--- config.mk ---
export PLATFORM = sky130hd
export DESIGN_NAME = psgBusArb
export DESIGN_NICKNAME = d
export VERILOG_FILES = /design/src/psgBusArb.sv
export SDC_FILE = /design/constraint.sdc
export NUM_CORES = 1
export LEC_CHECK = 0
export ABC_AREA = 0
export BUFFER_PORTS_ARGS = -buffer_cell sky130_fd_sc_hd__buf_2
export CORE_AREA = 5 5 42 44
export DETAILED_ROUTE_END_ITERATION = 7
export DIE_AREA = 0 0 47 49
export PLACE_DENSITY_LB_ADDON = 0.3
export SYNTH_ARGS = -nofsm -noshare
export SYNTH_HDL_FRONTEND = slang
export SYNTH_SLANG_ARGS = --single-unit
export TNS_END_PERCENT = 50
--- constraint.sdc ---
create_clock -name clk -period 0.8 [get_ports clk]
set_input_delay 0.08 -clock clk [delete_from_list [all_inputs] [get_ports clk]]
set_output_delay 0.08 -clock clk [all_outputs]
set_load 0.005 [all_outputs]
--- src/psgBusArb.sv ---
`timescale 1ns/1ps
`default_nettype none

// fixed-priority arbiter for the wavetable port
// lowest requesting index wins, grant only moves while ce and ack are high
module psgBusArb #(
	parameter int numChannels = 4
) (
	input logic clk,
	input logic rst,
	input logic ce,
	input logic ack,
	input logic [numChannels-1:0] req,
	output logic [numChannels-1:0] sel,
	output logic [$clog2(numChannels)-1:0] owner
);

	localparam int ownerWidth = $clog2(numChannels);

	logic [ownerWidth-1:0] winner;
	logic anyReq;

	// scan from the top so the lowest index is the one left standing
	always_comb begin
		winner = '0;
		for (int i = numChannels - 1; i >= 0; i--) begin
			if (req[i]) begin
				winner = ownerWidth'(i);
			end
		end
	end

	assign anyReq = |req;

	// ========================================
	// grant registers
	// ========================================

	always_ff @(posedge clk) begin
		if (rst) begin
			sel <= '0;
			owner <= '0;
		end else if (ce && ack && anyReq) begin
			sel <= numChannels'(1) << winner;
			owner <= winner;
		end
		// with nobody asking the last owner keeps the bus
	end

endmodule

`default_nettype wire

==> flow_summary.yaml <==
logic_synthesis:
  synth_cells: 36
  synth_top_area_cell: "dfxtp_1"
  synth.top_cell.area_share_pct: 41.9
  ys_top_cells_by_area: "dfxtp_1 42%, nor3_1 10%, a21oi_1 8.7%"
  yosysSeqAreaShare_pct: 41.9
  ys_types: 14
  ys_seq_elements: 6
  synth_warnings: 0
  syn_nets: 44
  postSynthAreaPerCell_um2: 7.96
  syn_area_um2: 287
finish:
  nets: 61
  fin_area_um2: 387
  multi_input_area_um2: 151
  seqCellArea_um2: 124
  layout-drive-gt1-share_pct: 43.1
  n_antenna_cell: 0
  final_common_cell: "buf_2"
  fillers: 157
  areaGrowthSynthToFinish_pct: 34.9
  fin_cells: 67
  final_cell_mix: "13 x buf_2, 6 x nor3_1, 5 x a21oi_1"
worst_setup_path:
  critPathKind: "reg2out"
  crit_required_ns: 0.72
  cpLargestDelayFamily: "flip-flops"
  cp_max_fo: 2
  worstReg2RegStart: "owner[0]$_SDFFE_PP0P_"
  r2r_end: "owner[0]$_SDFFE_PP0P_"
  r2r_slack_ns: 0.21
  crit_chain: "buf_2"
  slowest_delay_ns: 0.33
  cp_num_buf_inv: 1
  endpoint_kind: "output pin"
  cp_slowest_cell: "dfxtp_2"
  r2r_cells: 2
  cp-start-kind: "flop"
  cp.arrival_ns: 0.69
routing:
  drc: 0
  final_antenna_net_count: 0
  via_per_inst: 4.58
  drtPass1Iterations: 4
  vias: 307
  wl_per_cell_um: 10.9
  finalWirelength_um: 728
  detail_route.iter0.violations: 3
clocking:
  cts_htree_levels: 1
  cts_tree: "done"
  hold_buffers: 0
  clock-sinks: 6
  cts_resized: 1
  insertion_delay_ns: 0.25
  clk_path_buf_depth: 2
  numCtsBuffers: 3
  clock-root-buffer: "clkbuf_4"
  clk_pin_slew_ns: 0.05
  cts_setup_buffers: 0
timing:
  hold_slack_ns: 0.0811
  tightest_slew_ns: 0.246
  slew_headroom_pct: 83.6
  setup_viol: 0
  min_period_over_period_pct: 96.2
  slew_viol_final: 0
  period_needed_ns: 0.770
  rsz0062_at_grt: "no"
  final_hold_viol_count: 0
  tns_ns: 0
  finalWorstSetupSlack_ns: 0.0303
  fmax_mhz: 1300
  finalClockSkew_ns: 0
floorplan:
  die_x_um: 47
  io_pins: 14
  core_area_um2: 1400
  fp-row-count: 14
  dieArea_um2: 2300
  die_y_um: 49
  initial_core_util_pct: 20.4
placement:
  port_buffers: 13
  dp_hpwl_um: 549
  place_area_um2: 360
  place.gp.congestion: 0.790
  dp.cells: 64
  dp_slack_ns: 0.0443
hold_path:
  min_from: "rst"
  hold_end: "sel[3]$_SDFFE_PP0P_"
  min_path_type: "in2reg"
  holdPathStages: 2
power_and_ir_drop:
  p_per_area_nw_per_um2: 1830
  ir_worst_vdd_mv: 0.975
  p_leak_nw: 0.167
global_route:
  grt_max_degree: 8
  grt_pass1_vias: 280
  grt_usage_pct: 8.11
  antenna_found_initial: 0
  grt_pass1_wl_um: 1210
  grt-ovfl-total: 0
status:
  status: "finished clean"
flow_run:
  drv_cap: 0
## cells in the mapped netlist (all sizes together)
master and n:
inv 1, nand2b 1, buf 1, nor2 3, and2 1, nor3 7
nand2 2, a21oi 7, nand3 2, or2 2, dfxtp 6, o21ai 3
## flip-flops by register name (all words and copies together), names as in the netlist
register / flops
owner: 2
sel: 4
## per-stage QoR
stage	util, %	power, mW
after detailed placement	25.7	0.425
after floorplan	-	0.376
after CTS	27.4	0.717
after global routing	27.6	0.751
after global placement	25.7	0.427
final	27.6	0.706
## per-layer routing
| layer | global-route usage [%] | up-vias | part of all wire, % |
|---|---|---|---|
| met3 | 4.06 | 4 | 6.9 |
| met1 | 10.2 | 134 | 46 |
| met4 | 9.68 | 0 | 5.5 |
| met5 | 0 | - | 0 |
| li1 | - | 158 | - |
| met2 | 8.37 | 11 | 42 |
## cells by family after synthesis
family                 Yosys count  share of synthesized area, %
AOI/OAI and AO/OA               10                          20.1
buffers and inverters            2                          5.24
DFF                              6                          41.9
and+or+nand+nor                 18                          32.8
## layout make-up
class | count | share of cell area (%)
sequential | 6 | 32.0
tap | 16 | 5.18
clock buffer | 3 | 5.83
inverter | 1 | 0.971
multi-input combinational | 28 | 39.2
timing repair buffer | 13 | 16.8
## where the power goes
part           switching (mW)  internal [mW]  leakage (nW)
sequential            0.00657          0.314        0.0503
combinational          0.0561         0.0434         0.103
clock                   0.116          0.170        0.0138
total                   0.179          0.528         0.167
## worst max-delay path by stage
stage / from / to / slack (ns) / cells past startpoint
after floorplan: ce / sel[3]$_SDFFE_PP0P_ / 0.16 / 4
after global placement: req[1] / owner[0]$_SDFFE_PP0P_ / 0.04 / 4
after detailed placement: req[1] / owner[0]$_SDFFE_PP0P_ / 0.04 / 4
after CTS: owner[0]$_SDFFE_PP0P_ / owner[0] / 0.00001 / 1
after global routing: owner[0]$_SDFFE_PP0P_ / owner[0] / 0.0004 / 1
final: sel[3]$_SDFFE_PP0P_ / sel[3] / 0.03 / 1
(Power assumes the default switching activity.)
