`config.mk`:
```
export PLATFORM = sky130hd
export DESIGN_NAME = psgMixer
export DESIGN_NICKNAME = d
export VERILOG_FILES = /design/src/psgMixer.sv
export SDC_FILE = /design/constraint.sdc
export NUM_CORES = 1
export LEC_CHECK = 0
export CORE_MARGIN = 4
export CORE_UTILIZATION = 40
export CTS_CLUSTER_DIAMETER = 30
export DETAILED_ROUTE_END_ITERATION = 12
export DONT_BUFFER_PORTS = 1
export PLACE_DENSITY_LB_ADDON = 0.15
export SETUP_SLACK_MARGIN = 0.2
export SLEW_MARGIN = 10
export SYNTH_ARGS = -nofsm -noshare
export SYNTH_HDL_FRONTEND = slang
export SYNTH_SLANG_ARGS = --single-unit
export TNS_END_PERCENT = 1
```
`constraint.sdc`:
```
create_clock -name clk -period 37.1 [get_ports clk]
set_clock_uncertainty 0.05 [all_clocks]
set_input_delay 3.71 -clock clk [delete_from_list [all_inputs] [get_ports clk]]
set_output_delay 3.71 -clock clk [all_outputs]
set_load 0.02 [all_outputs]
```
`src/psgMixer.sv`:
```
`timescale 1ns/1ps
`default_nettype none

// volume scaling and summing of the voices
module psgMixer #(
	parameter int numChannels = 4,
	parameter int sampleWidth = 8,
	parameter int volWidth = 4
) (
	input logic clk,
	input logic rst,
	input logic ce,
	input logic [numChannels-1:0][sampleWidth-1:0] samples,
	input logic [numChannels-1:0][volWidth-1:0] volumes,
	input logic [numChannels-1:0] enables,
	output logic signed [sampleWidth+volWidth+$clog2(numChannels)-1:0] audio
);

	localparam int sumWidth = sampleWidth + volWidth + $clog2(numChannels);

	logic signed [sumWidth-1:0] mixSum;

	// signed sample times unsigned volume, one product per voice
	always_comb begin
		logic signed [sumWidth-1:0] prod;
		mixSum = '0;
		for (int i = 0; i < numChannels; i++) begin
			prod = $signed(samples[i]) * $signed({1'b0, volumes[i]});
			if (enables[i]) begin
				mixSum = mixSum + prod;
			end
		end
	end

	// output moves once per sample tick
	always_ff @(posedge clk) begin
		if (rst) begin
			audio <= '0;
		end else if (ce) begin
			audio <= mixSum;
		end
	end

endmodule

`default_nettype wire

```
==> results.yml <==
run_status:
  status: "complete, no violations"
global_routing:
  antenna_found_initial: 0
  grt_use_total_pct: 16.7
  grt_max_degree: 27
  first_global_vias: 5684
  grt_pass1_wl_um: 28200
  grt_overflow_total: 0
setup_path:
  r2r_start: "audio[11]"
  path_class: "primary input to flip-flop"
  cpPeakStageDelay_ps: 560
  reg2reg_depth: 3
  startpoint: "volumes[3]"
  critPathLaunchType: "primary input"
  critPathArrivalTime_ps: 15640
  path_max_fanout: 8
  critPathRequiredTime_ps: 37230
  cp-end-kind: "flip-flop"
  cp_slowest_cell: "fa_1"
final_layout:
  top_regs: "audio x14"
  drive_gt1_share_pct: 3.32
  final_area_um2: 7640
  instances_no_fill: 1102
  area_growth_pct: 4.48
  largest_register_ffs: 14
  nets: 1143
  regMostFlops: "audio"
  n_antenna_cell: 0
synth:
  synth-seq-cells: 14
  synth.yosys.seq_area_share_pct: 3.83
  syn_nets: 1150
  avgSynthCellArea_um2: 8.30
  netlist_area_um2: 7320
  synth_ff_type: "dfxtp_1"
  synth_cell_types: 59
  synth_edf_count: 0
  yosys_warnings: 0
  async_flop_share_pct: 0
  synth_cells: 881
clocking:
  numCtsBuffers: 3
  htree_levels: 1
  root_buffer: "clkbuf_16"
  clk-insertion-delay-late_ps: 240
  path_clk_slew_ps: 50
  clk_path_buf_depth: 2
  post_cts_resized: 0
  tritoncts: "built"
  post_cts_buffers: 0
  clock-sinks: 14
  postCtsHoldBufs: 0
flow_run:
  max-cap-violations: 0
timing:
  rsz0062_at_grt: "false"
  setup_viol: 0
  relSlewSlack_pct: 55.1
  finalCritPeriodShare_pct: 41.8
  finalCriticalPeriod_ps: 15510
  worst_slew_pin_slew_ps: 667
  hold_viol: 0
  max_freq_ghz: 0.0645
  drv_slew: 0
  setup-tns-final_ps: 0
floorplan:
  die_area_um2: 20500
  start_util_pct: 40.7
  die_width_um: 143
  io-pin-count: 69
  num_rows: 49
  fp.coreArea_um2: 18000
  die_h_um: 143
detailed_routing:
  route.detailed.drc: 0
  wire_per_inst_um: 14.7
  drt_wl_total_um: 16200
  drtIter0Drc: 180
  vias: 5463
  viasPerCell: 4.96
  ant_nets: 0
  first_pass_iters: 4
hold_path:
  hold_depth: 2
  hp-start: "audio[2]"
  hold_class: "flip-flop to flip-flop"
place:
  dp_cells: 1098
  gp_congestion: 0.820
  dpl_cell_area_um2: 7550
  hpwl_um: 14600
  numPortBuffers: 0
path summary, 6_finish.rpt:
check | endpoint | slack, ps
min | audio[2] | 530
max | audio[13] | 21590
max reg2reg | audio[11] | 36010
min reg2reg | audio[2] | 530
worst max-delay path: cells and delay by family:
family	cells	cell delay, ps
adder cells (fa/ha/maj)	16	7130
multiplexers	1	320
AND/OR/NAND/NOR	7	1250
AO/OA/AOI/OAI	10	2030
XOR/XNOR	4	580
buffers and inverters	11	620
final cells by class:
class | count | area [um^2]
inverters | 195 | 732
well taps | 229 | 287
clock buffers | 4 | 88.8
multi-input cells | 660 | 6260
fillers | 1880 | 10300
flip-flops and latches | 14 | 280
routing by layer:
layer  up-vias  GRT usage (%)  part of all wire, %
li1       2783              -                    -
met4         0           2.08                  1.1
met2        71           28.0                   47
met3        10           1.91                  4.2
met1      2599           23.9                   48
met5         -              0                    0
metrics by stage:
stage,hold slack [ps],util [%],setup slack [ps]
finish,527,42.6,21590
global route,548,42.6,20840
CTS,531,42.6,21500
detailed placement,524,42.1,21300
global placement,517,42.1,21310
floorplan,489,-,22260
cells by family after synthesis:
kind of cell	share of synthesized area, %
buf+inv	10.7
fa+ha+maj	47.6
flops	3.83
simple gates	18.3
xor+xnor	5.15
compound gates	12.0
mux	2.51
cell usage in the layout, fill, tap and decap left out, types with 4 or more instances in the layout:
| master | count |
|---|---|
| mux2i_1 | 9 |
| xnor2_1 | 31 |
| nor2_1 | 36 |
| nor3_1 | 14 |
| dfxtp_1 | 14 |
| mux2_2 | 7 |
| or3_1 | 6 |
| and2_1 | 105 |
| a21oi_1 | 39 |
| nand3_1 | 9 |
| or2_2 | 4 |
| nor4_1 | 4 |
| nor2b_1 | 4 |
| inv_1 | 194 |
| xor2_1 | 12 |
| a21o_1 | 5 |
| o211ai_1 | 6 |
| a211oi_1 | 9 |
| fa_1 | 107 |
| o21a_1 | 6 |
| ha_1 | 107 |
| o21ai_0 | 25 |
| nand2_1 | 61 |
| o21ai_1 | 4 |
| nand2b_1 | 4 |
cells in the mapped netlist (all sizes together) (2+ instances only):
library cell	n	share of area (%)
and3	3	0.32
o21a	6	0.62
dfxtp	14	3.8
a21boi	2	0.21
and4	3	0.36
a31oi	2	0.17
nor3	14	0.96
o21bai	3	0.31
a211o	2	0.24
and2	105	9.0
xnor2	31	3.7
xor2	12	1.4
or2	4	0.34
o21ai	31	2.2
nand2b	4	0.34
o211ai	7	0.91
fa	107	29
a2111oi	2	0.32
o41ai	2	0.24
nor2b	4	0.34
a211oi	11	1.3
a21o	5	0.51
nor2	36	1.8
a31o	2	0.24
buf	3	0.19
mux2i	9	1.2
or3	6	0.51
nor4	4	0.34
nand3	9	0.62
o2111ai	3	0.36
nand2	62	3.2
clkbuf	9	0.46
mux2	8	1.3
ha	107	18
a21oi	42	3.0
inv	194	10
Power is not shown: default switching activity piles up to over one toggle a cycle in this logic, so the estimate is an artifact.
