[src/psgBusPkg.sv]
`default_nettype none

// ========================================
// memory bus definitions
// ========================================

package psgBusPkg;

	// command a channel drives onto the shared wavetable port
	typedef enum logic [1:0] {
		busIdle,
		busRead,
		busWrite
	} busCmd;

	// wavetable read sequencer
	// msBusy lasts one cycle, so a read returns two cycles after it is taken
	typedef enum logic {
		msIdle,
		msBusy
	} memState;

endpackage

`default_nettype wire

[src/psgVoicePkg.sv]
`default_nettype none

// ========================================
// voice channel definitions
// ========================================

package psgVoicePkg;

	// low two bits of a host register address
	typedef enum logic [1:0] {
		regFreq,
		regVol,
		regBase,
		regCtrl
	} regSel;

	// per-voice sample fetch sequence
	typedef enum logic [1:0] {
		fsIdle,
		fsWaitGrant,
		fsWaitData
	} fetchState;

endpackage

`default_nettype wire

[src/psgWaveChannel.sv]
`timescale 1ns/1ps
`default_nettype none

// one wavetable voice
module psgWaveChannel #(
	parameter int chanId = 0,
	parameter int numChannels = 4,
	parameter int sampleWidth = 8,
	parameter int tableAddrWidth = 10,
	parameter int phaseWidth = 16,
	parameter int volWidth = 4
) (
	input logic clk,
	input logic rst,
	input logic ce,
	input logic regWr,
	input logic [$clog2(numChannels)+1:0] regAddr,
	input logic [phaseWidth-1:0] regData,
	input logic [numChannels-1:0] sel,
	input logic ack,
	input logic [sampleWidth-1:0] rdData,
	input logic [$clog2(numChannels)-1:0] rdTag,
	input logic dataVld,
	output logic req,
	output psgBusPkg::busCmd cmd,
	output logic [tableAddrWidth-1:0] addr,
	output logic [sampleWidth-1:0] sample,
	output logic [volWidth-1:0] volume,
	output logic enable
);

	localparam int chanBits = $clog2(numChannels);

	logic [phaseWidth-1:0] freq;
	logic [tableAddrWidth-1:0] base;
	logic [phaseWidth-1:0] phase;
	logic [phaseWidth-1:0] nextPhase;
	logic [tableAddrWidth-1:0] idxNow;
	logic [tableAddrWidth-1:0] idxNext;
	psgVoicePkg::fetchState fState;
	logic regHit;
	logic ctrlOff;
	logic idxStep;
	logic issue;
	logic tagMatch;

	// ========================================
	// host registers
	// ========================================

	// upper address bits pick the voice
	assign regHit = regWr && (regAddr[chanBits+1:2] == chanBits'(chanId));
	assign ctrlOff = regHit && (regAddr[1:0] == psgVoicePkg::regCtrl) && !regData[0];

	always_ff @(posedge clk) begin
		if (rst) begin
			freq <= '0;
			volume <= '0;
			base <= '0;
			enable <= 1'b0;
		end else if (regHit) begin
			case (psgVoicePkg::regSel'(regAddr[1:0]))
				psgVoicePkg::regFreq: freq <= regData;
				psgVoicePkg::regVol: volume <= regData[volWidth-1:0];
				psgVoicePkg::regBase: base <= regData[tableAddrWidth-1:0];
				psgVoicePkg::regCtrl: enable <= regData[0];
			endcase
		end
	end

	// ========================================
	// phase accumulator
	// ========================================

	assign nextPhase = phase + freq;
	assign idxNow = phase[phaseWidth-1 -: tableAddrWidth];
	assign idxNext = nextPhase[phaseWidth-1 -: tableAddrWidth];
	assign idxStep = ce && enable && (idxNext != idxNow);

	always_ff @(posedge clk) begin
		if (rst) begin
			phase <= '0;
		end else if (ce && enable) begin
			phase <= nextPhase;
		end
	end

	// ========================================
	// sample fetch
	// ========================================

	assign req = (fState != psgVoicePkg::fsIdle);
	assign issue = (fState == psgVoicePkg::fsWaitGrant) && sel[chanId] && ack;
	assign cmd = issue ? psgBusPkg::busRead : psgBusPkg::busIdle;
	// table address wraps around the end of the RAM
	assign addr = base + idxNow;
	assign tagMatch = dataVld && (rdTag == chanBits'(chanId));

	always_ff @(posedge clk) begin
		if (rst) begin
			fState <= psgVoicePkg::fsIdle;
			sample <= '0;
		end else if (ctrlOff) begin
			// a disabled voice goes silent at once
			fState <= psgVoicePkg::fsIdle;
			sample <= '0;
		end else begin
			case (fState)
				psgVoicePkg::fsIdle: begin
					if (idxStep) begin
						fState <= psgVoicePkg::fsWaitGrant;
					end
				end
				psgVoicePkg::fsWaitGrant: begin
					if (issue) begin
						fState <= psgVoicePkg::fsWaitData;
					end
				end
				psgVoicePkg::fsWaitData: begin
					if (tagMatch) begin
						sample <= rdData;
						fState <= psgVoicePkg::fsIdle;
					end
				end
				default: fState <= psgVoicePkg::fsIdle;
			endcase
		end
	end

endmodule

`default_nettype wire

[config.mk]
export PLATFORM = sky130hd
export DESIGN_NAME = psgWaveChannel
export DESIGN_NICKNAME = d
export VERILOG_FILES = /design/src/psgBusPkg.sv /design/src/psgVoicePkg.sv /design/src/psgWaveChannel.sv
export SDC_FILE = /design/constraint.sdc
export NUM_CORES = 1
export LEC_CHECK = 0
export BUFFER_PORTS_ARGS = -buffer_cell sky130_fd_sc_hd__buf_2
export CORE_MARGIN = 2
export CORE_UTILIZATION = 46
export CTS_BUF_LIST = sky130_fd_sc_hd__clkbuf_8
export DETAILED_ROUTE_END_ITERATION = 6
export PLACE_DENSITY = 0.71
export SYNTH_ARGS = -nofsm -noshare
export SYNTH_HDL_FRONTEND = slang
export SYNTH_SLANG_ARGS = --single-unit
[constraint.sdc]
create_clock -name clk -period 2.6 [get_ports clk]
set_input_delay 0.39 -clock clk [delete_from_list [all_inputs] [get_ports clk]]
set_output_delay 0.39 -clock clk [all_outputs]
set_load 0.01 [all_outputs]
==> impl_metrics.toml <==
[place]
place_hpwl_um = 6090
placed_cell_area_um2 = 3930
port_buffers = 61
placed_cells = 583
gpl.final_weighted_congestion = 0.883
dp_slack_ns = -0.203

[yosys]
syn_nets = 481
async_flop_share = 0
ys_warn_count = 0
avgSynthCellArea_um2 = 8.14
syn_inst = 415
ys_seq_area_frac = 0.338
synth-edff-count = 0
syn_area_um2 = 3380
synth-seq-cells = 57
ys.flop_type = "dfxtp_1"
ys_types = 53

[floorplanning]
ios = 66
row_count = 31
core_area_um2 = 7180
die_area_um2 = 8050
start_util = 0.471
fp.dieH_um = 89.7
die_w_um = 89.7

[detailed_routing]
routedWlPerCell_um = 13.6
drc = 0
antenna_left = 0
drt_pass1_iterations = 4
routed_via_density = 5.25
wl_um = 8370
vias = 3226
drtIter0Drc = 139

[sta]
drv_slew = 0
holdWs_ns = 0.284
tightest_slew_ns = 0.767
period_share = 1.03
final-hold-violation-count = 0
fin_worst_skew_ns = 0.0117
rsz0062_at_grt = "yes"
worst_slack_ns = -0.0810
setup_viol = 1
layout_min_cycle_time_ns = 2.68
slew_headroom = 0.487
final.setup.tns_ns = -0.0810
max_freq_ghz = 0.373

[worst_setup_path]
cp-end-kind = "output port"
critPathMaxFanout = 2
slowest_delay_ns = 0.36
cp_cell_sequence = "ha_4 -> inv_2 -> fa_2 -> nor2b_2 -> o21ai_2 -> a21boi_2 -> o21ai_1 -> nand2b_1 -> a21o_1 -> a21oi_2 -> xnor2_1 -> buf_2"
start_kind = "flip-flop"
worstPathRequired_ns = 2.21
critPathKind = "reg2out"
crit_path_top_delay_cell = "dfxtp_2"
path_buf_inv = 2
crit_arrival_ns = 2.29
critPathTopFamily = "compound AO/OA/AOI/OAI gates"

[clock_tree]
cts-root-buf = "clkbuf_8"
clk_latency_ns = 0.34
cts_tree = "done"
htreeDepth = 3
cts_num_sinks = 57
numCtsBuffers = 9
clk_path_buf_depth = 2
path_clk_slew_ns = 0.06

[layout]
postLayoutCellArea_um2 = 4380
drive_above_1_share = 0.301
synthToLayoutAreaGrowth_pct = 29.6
antenna_cells = 0
fin_nets = 577
fin_cells = 614

[global_routing]
grt_antenna_before_repair = 0
grt_pass1_vias = 3089
grt_max_degree = 47
grtUsageTotal = 0.211
grt_pass1_wl_um = 13900
overflow = 0

[power_and_ir_drop]
power_density_nw_per_um2 = 386
ir_drop_uv = 313
power.leakage_uw = 0.00208

[worst_hold_path]
holdCritPathClass = "in2reg"

[flow_run]
drv_cap = 0

[status]
failed_checks = "setup timing"
run_status = "finished, violations left"
[state kept, by name (all words and copies together) (netlist names)]
name,flops
base,10
sample,8
freq,16
volume,4
fState,2
phase,16
enable,1
[logic make-up after synthesis]
kind of cell,after synthesis,share of synthesized area
multiplexers,22,0.0652
buffers and inverters,33,0.0437
flip-flops,57,0.338
adder cells (fa/ha/maj),26,0.101
AND/OR/NAND/NOR,153,0.199
AO/OA/AOI/OAI,94,0.178
XOR/XNOR,29,0.0752
other,1,0.00111
[worst register-to-register path: cells and delay by family, from the launching register on]
kind | cells | cell delay (ns)
AOI/OAI and AO/OA | 5 | 1.08
xor gates and xnor gates | 2 | 0.26
adders and majority gates | 2 | 0.52
DFF | 1 | 0.34
and+or+nand+nor | 1 | 0.25
[synthesized netlist by cell type (2+ instances only)]
library cell   n  share of area
a21oi_1       43          0.064
ha_1          24          0.089
o22ai_1        2         0.0037
nor3b_1        2         0.0044
or4_1          2         0.0044
nand2_1       70          0.078
dfxtp_1       57           0.34
nor3_1         5         0.0074
buf_6          2         0.0067
nand3_1        9          0.013
buf_4          2         0.0044
a41oi_1        2         0.0052
a21o_1        10          0.022
and3_1         2         0.0037
or3_1          3         0.0056
nand4_1        7          0.013
or2_2          2         0.0037
a221oi_1       2         0.0052
o21bai_1       4         0.0089
nor2_1        39          0.043
nor4_1         3         0.0056
nor2b_1        2         0.0037
fa_1           2          0.012
and2_1         6          0.011
xnor2_1       19          0.049
inv_1         12          0.013
clkbuf_1      15          0.017
o21ai_0        8          0.012
mux2i_1       22          0.065
a211oi_1       5          0.011
xor2_1        10          0.026
[stage by stage]
stage,total power (uW),util
floorplan,961,-
global placement,1010,0.548
detailed placement,1010,0.548
CTS,1710,0.600
global route,1770,0.610
finish,1690,0.610
[routing by layer]
layer	up-vias	wire (um)	global-route usage	share of wire
li1	1649	-	-	-
met2	73	4050	0.362	0.48
met4	0	206	0.0962	0.025
met5	-	0	0	0
met1	1485	3730	0.251	0.45
met3	19	383	0.0511	0.046
[repair_timing]
action                                  in CTS  in global routing
endpoints found under the setup margin       5                  7
pin swaps                                   23                 21
gates resized for setup                     29                 14
hold buffers                                 0                  0
hold endpoints to repair                     0                  0
setup buffers                               16                  4
[final cells by class]
class                   instances  area [um^2]
repair buffers                106          654
fillers                       637         2800
clock buffers                  10          138
well taps                      99          124
inverters                      12         45.0
multi-input cells             325         2240
clock inverters                 5         25.0
flip-flops and latches         57         1150
[worst paths after layout]
| check | startpoint | end | slack [ns] | cells past startpoint |
|---|---|---|---|---|
| max | phase[6] | addr[8] | -0.08 | 12 |
| min | rdData[4] | sample[4] | 0.28 | 3 |
| max reg2reg | phase[0] | fState[0] | 0.01 | 10 |
| min reg2reg | freq[12] | freq[12] | 0.46 | 2 |
[placed cells by master, fill, tap and decap left out, types with 5 or more instances in the layout]
cell,count
a211oi_1,5
a21o_1,10
a21oi_1,39
a21oi_2,5
and2_1,6
buf_2,61
buf_4,42
clkbuf_8,10
dfxtp_1,50
dfxtp_2,5
ha_1,19
ha_4,5
inv_1,13
mux2i_1,22
nand2_1,70
nand3_1,9
nand4_1,7
nor2_1,39
nor3_1,5
xnor2_1,17
xor2_1,10
[power by group]
group	internal (uW)	leakage (uW)	switching [uW]	total (uW)
clock	355	0.0000905	340	695
combinational	48.4	0.00152	61.1	109
sequential	879	0.000464	5.76	884
total	1280	0.00208	407	1690
No activity file was read; power rests on OpenSTA's default activity.
